===== src/hw/flash_params.svh =====
`ifndef FLASH_PARAMS_SVH
`define FLASH_PARAMS_SVH

//////////////////////////////
// Flash device timing
//////////////////////////////

// Wait cycles per half-word access.
`define FLASH_RW_BUS_CYCLE 3

//////////////////////////////
// Flash device widths
//////////////////////////////

// Half-word address.
`define FLASH_ADDR_W 22
// Data bus in word mode.
`define FLASH_DATA_W 16

`endif


===== src/hw/bus_pkg.sv =====
`default_nettype none

package bus_pkg;

  // Byte address on the system bus.
  typedef logic [23:0] bus_addr_t;
  typedef logic [31:0] bus_data_t;
  typedef logic [3:0]  bus_be_t;

  // Request held by the master until stall is low.
  typedef struct packed {
    bus_addr_t addr;
    bus_data_t wdata;
    bus_be_t   be;
    logic      read;
    logic      write;
  } bus_req_t;

endpackage

`default_nettype wire


===== src/hw/flash_pkg.sv =====
`default_nettype none

`include "flash_params.svh"

package flash_pkg;

  typedef logic [`FLASH_ADDR_W-1:0] flash_addr_t;
  typedef logic [`FLASH_DATA_W-1:0] flash_half_t;

  // One half-word device request.
  typedef struct packed {
    flash_addr_t addr;
    flash_half_t wdata;
    logic        read;
    logic        write;
  } dev_req_t;

  // Parallel interface FSM.
  typedef enum logic [1:0] {
    IDLE,
    ACTIVE,
    DONE
  } ifce_state_e;

endpackage

`default_nettype wire


===== src/hw/flash_word_split.sv =====
`timescale 1ns/100ps
`default_nettype none

module flash_word_split import bus_pkg::*, flash_pkg::*; (
  input  wire         clk_bus,
  input  wire         rst_n,
  input  wire         bus_req_t bus_req_i,
  input  wire         flash_half_t dev_rdata_i,
  input  wire         dev_stall_i,
  output bus_data_t   bus_data_o,
  output logic        bus_stall_o,
  output dev_req_t    dev_req_o
);

  typedef enum logic [1:0] {
    SPLIT_IDLE,
    SPLIT_LOWER,
    SPLIT_UPPER
  } split_state_e;

  split_state_e state_q;
  flash_half_t  lower_q;
  logic         word_read;
  logic         upper_half;

  assign word_read = bus_req_i.read && (&bus_req_i.be);

  // Second phase of a word read, or an access to the upper half only.
  assign upper_half = (state_q == SPLIT_UPPER) || !(|bus_req_i.be[1:0]);

  always_comb begin
    dev_req_o.addr  = {bus_req_i.addr[22:2], upper_half};
    dev_req_o.wdata = upper_half ? bus_req_i.wdata[31:16] : bus_req_i.wdata[15:0];
    dev_req_o.read  = bus_req_i.read;
    dev_req_o.write = bus_req_i.write;
  end

  //////////////////////////////
  // Word read sequencing
  //////////////////////////////

  always_ff @(posedge clk_bus or negedge rst_n) begin
    if (!rst_n) begin
      state_q <= SPLIT_IDLE;
    end else begin
      case (state_q)
        // Lower half goes out in this same cycle.
        SPLIT_IDLE: begin
          if (word_read) begin
            state_q <= SPLIT_LOWER;
          end
        end
        SPLIT_LOWER: begin
          if (!dev_stall_i) begin
            state_q <= SPLIT_UPPER;
          end
        end
        SPLIT_UPPER: begin
          if (!dev_stall_i) begin
            state_q <= SPLIT_IDLE;
          end
        end
        default: begin
          state_q <= SPLIT_IDLE;
        end
      endcase
    end
  end

  always_ff @(posedge clk_bus) begin
    if ((state_q == SPLIT_LOWER) && !dev_stall_i) begin
      lower_q <= dev_rdata_i;
    end
  end

  // Lower phase completion is hidden from the master.
  assign bus_stall_o = dev_stall_i || (state_q == SPLIT_LOWER);

  assign bus_data_o = (state_q == SPLIT_UPPER) ? {dev_rdata_i, lower_q}
                                               : {2{dev_rdata_i}};

endmodule

`default_nettype wire


===== config.mk =====
export PLATFORM = sky130hd
export DESIGN_NAME = flash_word_split
export DESIGN_NICKNAME = d
export VERILOG_FILES = /design/src/hw/bus_pkg.sv /design/src/hw/flash_pkg.sv /design/src/hw/flash_word_split.sv
export VERILOG_INCLUDE_DIRS = /design/src /design/src/hw
export SDC_FILE = /design/constraint.sdc
export NUM_CORES = 1
export LEC_CHECK = 0
export BUFFER_PORTS_ARGS = -buffer_cell sky130_fd_sc_hd__buf_2
export CORE_MARGIN = 1.5
export CORE_UTILIZATION = 34
export DETAILED_ROUTE_END_ITERATION = 10
export PLACE_DENSITY = 0.88
export SLEW_MARGIN = 5
export SYNTH_ARGS = -nofsm -noshare
export SYNTH_HDL_FRONTEND = slang
export SYNTH_SLANG_ARGS = --single-unit
export TNS_END_PERCENT = 10

===== constraint.sdc =====
create_clock -name clk_bus -period 2.5 [get_ports clk_bus]
set_input_delay 0.25 -clock clk_bus [delete_from_list [all_inputs] [get_ports clk_bus]]
set_output_delay 0.25 -clock clk_bus [all_outputs]
set_load 0.1 [all_outputs]

==> results list, run 1 <==
- Clock transition time at the flip-flop clock pins of the worst setup and hold paths: 0.06 ns
* DRC marker count from the first detailed-route iteration: 18
- The detail route stage leaves a number of antenna-violating nets equal to 0.
- After synthesis, the netlist uses 15 different library cells.
- The worst setup path is captured at an output pin.
* Yosys reg bits: 18
- Family with the most delay on the worst path: simple AND/OR/NAND/NOR gates
- Worst slew margin: 0.667
* Series of cell instances along the critical path: nor2b_4 -> nor2_8 -> mux2_2 -> buf_2
- The number of antenna violations at the first check in global routing came to 0.
- Count of endpoints failing setup in the final report: 0
- Maximum level of the CTS H-tree: 1
- Slew at the pin closest to its max-slew limit: 0.503 ns
- After detailed routing, the number of vias per cell comes to 4.47.
- In this run, CTS created clock tree buffers numbering 3.
- Before CTS, the worst setup slack after placement is 0.727 ns.
- By startpoint and endpoint, the worst setup path is classified as reg2out.
* Clock latency on the worst-skew pair: 0.25 ns
- Worst hold path class: in2reg
- The worst path needs 2.03 ns of the cycle, external delays included.
* Final setup skew: 0.00167 ns
* Average routed wire per standard cell: 13.9 um
- In this run the vertical extent of the chip is 66.7 um.
* Period utilization: 0.811
- R2R Setup Slk: 1.18 ns
- Die Footprint: 4440 um^2
- Global-route wire length before repair: 4.15 mm
* Setup repair after global routing missed its margin: no
* Worst Hold End: lower_q[6]
- The worst setup path is launched from a register.
* Sequential cell area fraction in the yosys report: 0.385
* TritonCTS clock tree: done
* Row cnt: 22
- Endpoint of the worst register-to-register path: lower_q[13]
- Depth of the worst register-to-register path: 3
- Number of remaining DRC errors: 0
- Final Hold Fails: 0
* Wire length after detailed routing: 3.11 mm
- In the final design database the tool counted 257 nets.
- The region available for standard cell placement spans 3770 um^2.
- N_diodes: 0
- Effective utilization at floorplan: 0.365
* Worst voltage drop across the vdd grid: 0.000362 V
- The first detailed-routing pass took 4 iterations.
- Worst Setup Slack, final: 0.474 ns
* Mapped Avg Cell Area: 13.1 um^2
- The synthesized netlist occupies a cell area of 1380 um^2.
- Post-synthesis cell count: 105
- At the worst endpoint, the required time is 2.25 ns.
- The tree is rooted in a sky130_fd_sc_hd__clkbuf_8.
- The share of synthesized area in the top cell type comes to 0.349.
- Io pins: 154
- Measured along the x axis, the die boundary spans 66.7 um.
* Final RePlAce weighted congestion: 0.717
- The largest individual stage delay along the critical path comes from the cell sky130_fd_sc_hd__dfrtp_1.
- For this design the static power due to leakage is 0.853 nW.
- Entering global routing, the biggest net connects 18 pins.
- Synthesis warning total: 0
* Overall Global Routing Usage: 0.123
- For this run, the slowest stage of the critical path takes 0.39 ns.
- The worst register-to-register path begins at state_q[0].
- Power spread over the standard cell area amounts to 701 nW/um^2.
- Ranked by total cell area, the synthesized netlist is headed by sky130_fd_sc_hd__edfxtp_1 35%, sky130_fd_sc_hd__buf_4 22%, sky130_fd_sc_hd__mux2_2 19%.
- Detailed Place HPWL: 2.66 mm
- Data on the critical path arrives at its endpoint at 1.78 ns.
- In this run the most critical hold path is launched from dev_rdata_i[6].
- Counting the fill cells in the layout gives 342.
- Number of global-route vias before repair: 913
* Run status: completed
- Max Cap Viol: 0
- Along the worst hold path, the cell count comes to 1.
- Upper clock frequency limit: 0.493 GHz
- IO buf count: 106
* Syn-to-layout area delta: 22.7%
- Final sum of negative setup slack: 0 ns
- Clock tree synthesis found a total of 18 sinks.
- The number of max-slew violations in the final report was 0.
* Most area-hungry cell type in the Yosys netlist: sky130_fd_sc_hd__edfxtp_1
* Maximum count of clock buffers along a single path: 2
- Counting both buffers and inverters, the worst setup path holds a total of 1.
- In this run the worst path has a maximum fanout of 17.
* Resized Gates After CTS: 0
* Total number of vias: 996
- Summed over all layers, the global routing overflow is 0.
- In the final layout, the share of cells above drive strength 1 is 0.834.
- Synthesis produced a netlist with a net count of 186.
## per-layer routing
layer	track usage	vias to the layer above	wire, um
li1	-	466	-
met5	0	-	0
met4	0.0230	0	0
met2	0.251	88	1660
met3	0.0405	0	511
met1	0.116	442	940
## area by class of cell
class	instances	area, um^2	share of cell area
Sequential cell	18	531	0.314
Clock buffer	3	41.3	0.0244
Inverter	2	7.51	0.00444
Clock inverter	1	3.75	0.00222
Multi-Input combinational cell	42	492	0.291
Timing Repair Buffer	109	556	0.329
Tap cell	48	60.1	0.0355
## cell usage after synthesis, drive strengths merged
| cell | count |
|---|---|
| nor2b | 1 |
| edfxtp | 16 |
| o32ai | 1 |
| nand4b | 1 |
| buf | 43 |
| mux2 | 32 |
| dfrtp | 2 |
| a21o | 1 |
| or2b | 1 |
| inv | 2 |
| nor2 | 3 |
| nand2 | 2 |
## timing repair
action,4_1_cts,5_1_grt
hold endpoints to repair,2,0
hold buffers,1,0
buffers inserted,0,0
## worst max-delay path by stage
stage,from,to,slack (ns),depth (start not counted)
floorplan,state_q[0],lower_q[0],0.73,2
global placement,state_q[0],bus_data_o[5],0.74,4
detailed placement,state_q[0],bus_data_o[9],0.73,4
CTS,state_q[0],bus_data_o[9],0.45,4
global route,state_q[1],dev_req_o[17],0.40,4
finish,state_q[1],dev_req_o[17],0.47,4
## power breakdown
group	internal [mW]	total, mW	switching (mW)
Sequential	0.333	0.335	0.00198
Clock	0.109	0.198	0.0896
Combinational	0.127	0.652	0.525
Total	0.569	1.19	0.616
## cell families after synthesis
| family | share of synthesized area |
|---|---|
| mux | 0.286 |
| flops | 0.385 |
| buf+inv | 0.258 |
| compound gates | 0.0118 |
| simple gates | 0.0590 |
## state kept, by name (all words and copies together) (netlist names)
signal and count:
state_q 2, lower_q 16
## stage by stage
stage | hold slack (ns) | utilization | power (mW) | instances | area [um^2]
after detailed placement | 0.0362 | 0.434 | 0.994 | 218 | 1640
after floorplan | -0.0456 | - | 1.07 | 105 | 1380
after global placement | 0.0362 | 0.434 | 0.991 | 218 | 1640
after global routing | 0.191 | 0.448 | 1.22 | 223 | 1690
after CTS | 0.193 | 0.448 | 1.20 | 223 | 1690
final | 0.197 | 0.448 | 1.19 | 223 | 1690
## layout by cell type (no fill, tap or decap), drive strengths merged
cell type,n
nand2,2
inv,2
clkbuf,3
dfrtp,2
clkinv,1
mux2,32
nand4b,1
o32ai,1
buf,108
nor2b,1
a21o,1
nor2,3
dlygate4sd3,1
or2b,1
edfxtp,16
(Power assumes the default switching activity.)
==> run 2: changes to the inputs <==
--- a/config.mk
+++ b/config.mk
@@ -8,9 +8,9 @@
 export LEC_CHECK = 0
 export BUFFER_PORTS_ARGS = -buffer_cell sky130_fd_sc_hd__buf_2
 export CORE_MARGIN = 1.5
-export CORE_UTILIZATION = 34
+export CORE_UTILIZATION = 31
 export DETAILED_ROUTE_END_ITERATION = 10
-export PLACE_DENSITY = 0.88
+export PLACE_DENSITY = 0.85
 export SLEW_MARGIN = 5
 export SYNTH_ARGS = -nofsm -noshare
 export SYNTH_HDL_FRONTEND = slang
==> constraint.sdc (replaced) <==
create_clock -name clk_bus -period 1.7 [get_ports clk_bus]
set_input_delay 0.17 -clock clk_bus [delete_from_list [all_inputs] [get_ports clk_bus]]
set_output_delay 0.17 -clock clk_bus [all_outputs]
set_load 0.1 [all_outputs]
==> run 2 against run 1 <==
  * The run now ends with negative setup slack left
  * Die area increased by 9.2%
  * Combinational power rose by 84%
  * Via count grew 4.7%
  * Worst hold slack worse by 0.083 ns
  * Utilization is 5.3 points higher
  * Wire length increased by 15%
  * Clock skew decreased by 0.00098 ns
  * Cell count up 3.6%
  * Critical path type unchanged
  * Critical endpoint is now bus_data_o[14]
  * Largest power group unchanged
==> results list, run 2 (synthesis results as in run 1) <==
- Run status: complete, but fails checks (was completed)
- The final reports fail on negative setup slack.
- Core utilization of the finished layout: 0.501 (was 0.448)
* Global-route wire length before repair: 5.26 mm (was 4.15 mm)
- Effective utilization at floorplan: 0.319 (was 0.365)
* Setup repair after global routing missed its margin: yes (was no)
* Max Cap Viol: 0 (unchanged)
- Top Registers: lower_q x16, state_q x2 (unchanged)
* Count of endpoints failing setup in the final report: 32 (was 0)
* Critical path class: reg2out (unchanged)
- Final Hold Fails: 0 (unchanged)
- IO buf count: 106 (unchanged)
- The path class of the lowest-slack min-delay path is in2reg (unchanged).
- Upper clock frequency limit: 0.557 GHz
- Number of remaining DRC errors: 0 (unchanged)
* Category of the worst setup path launch point: register (unchanged)
- The synthesis-to-layout area growth is 57.2% (was 22.7%).
* Final setup skew: 0.000693 ns (was 0.00167 ns)
- The sum of negative setup slack was -2.42 ns (was 0 ns).
- Arrival time of data at the critical path endpoint: 1.63 ns (was 1.78 ns)
- The most common library cell in the layout ignoring fill and taps is sky130_fd_sc_hd__buf_2 (unchanged).
* Period utilization: 1.06
- The detailed-route wire length per cell is 15.4 um (was 13.9 um).
- Depth of the worst register-to-register path: 4 (was 3)
* DR vias/cell: 4.52 (was 4.47)
- The number of placed I/O pins came to 154 (unchanged).
- The largest register by flop count is lower_q (unchanged).
- Final RePlAce weighted congestion: 0.718 (was 0.717)
- The number of levels the H-tree was split into came to 1 (unchanged).
* Detail Route Antenna Nets: 0 (unchanged)
- Leading cell types in the layout, fill and taps excluded: 72 x sky130_fd_sc_hd__buf_2, 21 x sky130_fd_sc_hd__mux2_2, 19 x sky130_fd_sc_hd__buf_12 (was 106 x sky130_fd_sc_hd__buf_2, 23 x sky130_fd_sc_hd__mux2_2, 16 x sky130_fd_sc_hd__edfxtp_1).
* Minimum clock period: 1.80 ns
* Clock latency on the worst-skew pair: 0.25 ns (about the same)
- Max FFs per register: 16 (unchanged)
- Kind of capture point of the worst setup path: output pin (unchanged)
- Power density over cell area: 939 nW/um^2 (was 701 nW/um^2)
- Final #Nets: 261 (was 257)
* Wire length after detailed routing: 3.56 mm (was 3.11 mm)
- The overall die area came to 4850 um^2 (was 4440 um^2).
* TritonCTS clock tree: done (unchanged)
- The number of iterations in the first detailed-routing pass was 4 (unchanged).
* Slew at the pin closest to its max-slew limit: 0.490 ns (was 0.503 ns)
* Top fanout value on the critical path: 17 (unchanged)
- Overall Global Routing Usage: 0.137 (was 0.123)
- Share of post-route cells with drive strength above 1: 0.849 (was 0.834)
- The maximum count of clock buffers along a single path was 2 (unchanged).
- Clock tree root driver cell: sky130_fd_sc_hd__clkbuf_8 (unchanged)
- The number of sinks handled by clock tree synthesis came to 18 (unchanged).
- Total gr overflow: 0 (unchanged)
* Worst slew margin: 0.676 (was 0.667)
- Vert. Die Dim: 69.7 um (was 66.7 um)
- Post-route worst hold slack: 0.115 ns (was 0.197 ns)
- The initial detailed-routing violation count was 15 (was 18).
* Maximum number of pins on one net before global-route repair: 18 (unchanged)
- The post-layout instance area was 2170 um^2 (was 1690 um^2).
- Number of antenna violations at the first check in global routing: 0 (unchanged)
* Total CTS buffers: 3 (unchanged)
- Number of global-route vias before repair: 1096 (was 913)
- The clock edge transition at the registers on the reported setup and hold paths is 0.07 ns (was 0.06 ns).
- The standard cell area after detailed placement was 1930 um^2 (was 1640 um^2).
- The die width came to 69.7 um (was 66.7 um).
- Leak pwr: 1.04 nW (was 0.853 nW)
- The antenna diode instance count is 0 (unchanged).
- Worst Setup Slack, final: -0.0964 ns (was 0.474 ns)
- Worst hold path cell count: 1 (unchanged)
- Core box area: 4320 um^2 (was 3770 um^2)
- The worst ir drop on vdd was 0.000638 V (was 0.000362 V).
* Total number of vias: 1043 (was 996)
- Row cnt: 24 (was 22)
- Max-slew violations: 0 (unchanged)
- Detailed Place HPWL: 2.72 mm (was 2.66 mm)
* Req. time, crit path: 1.53 ns (was 2.25 ns)
run 2: report_power, final:
| part | switching [mW] | total, mW | internal, mW |
|---|---|---|---|
| Sequential | 0.00277 | 0.492 | 0.490 |
| Clock | 0.141 | 0.346 | 0.206 |
| Combinational | 0.818 | 1.20 | 0.378 |
run 2: area by class of cell:
type | instances | area [um^2]
Fill cell | 361 | 2160
Timing Repair Buffer | 113 | 1010
Sequential cell | 18 | 531
Multi-Input combinational cell | 42 | 502
Tap cell | 52 | 65.1
Clock buffer | 4 | 55.1
Inverter | 2 | 7.51
run 2: per-stage QoR:
step | std cells | power (mW) | setup slack, ns
after floorplan | 105 | 1.58 | 0.156
after global placement | 223 | 1.62 | 0.0964
after detailed placement | 223 | 1.62 | 0.0748
after CTS | 230 | 2.03 | -0.120
after global routing | 231 | 2.10 | -0.155
final | 231 | 2.03 | -0.0964
run 2: repair_timing:
| action | 4_1_cts | 5_1_grt |
|---|---|---|
| pin swaps | 1 | 0 |
| hold buffers | 1 | 0 |
| hold endpoints to repair | 2 | 0 |
| setup buffers | 1 | 0 |
| resized for setup | 35 | 1 |
| endpoints found under the setup margin | 32 | 33 |
| cloned | 1 | 1 |
run 2: metal layers:
layer  track usage  wire length [um]  vias to the layer above
met1         0.136              1160                      462
li1              -                 -                      479
met5             0                 0                        -
met3        0.0407               474                        4
met4        0.0385                28                        0
met2         0.272              1900                       98
run 2: final timing paths:
path	start	endpoint	slack, ns
setup / recovery	state_q[0]	bus_data_o[14]	-0.1
hold / removal	dev_rdata_i[3]	lower_q[3]	0.11
setup reg to reg	state_q[0]	lower_q[15]	0.29
hold reg to reg	state_q[1]	state_q[0]	0.60
max in group asynchronous	rst_n	state_q[0]	1.38
min in group asynchronous	rst_n	state_q[1]	0.23
run 2: worst max-delay path, cell delays in order, from the launching register on:
cell and delay, ns:
sky130_fd_sc_hd__dfrtp_1 0.41, sky130_fd_sc_hd__nor2b_4 0.22, sky130_fd_sc_hd__buf_12 0.19, sky130_fd_sc_hd__mux2_2 0.36
sky130_fd_sc_hd__buf_6 0.19
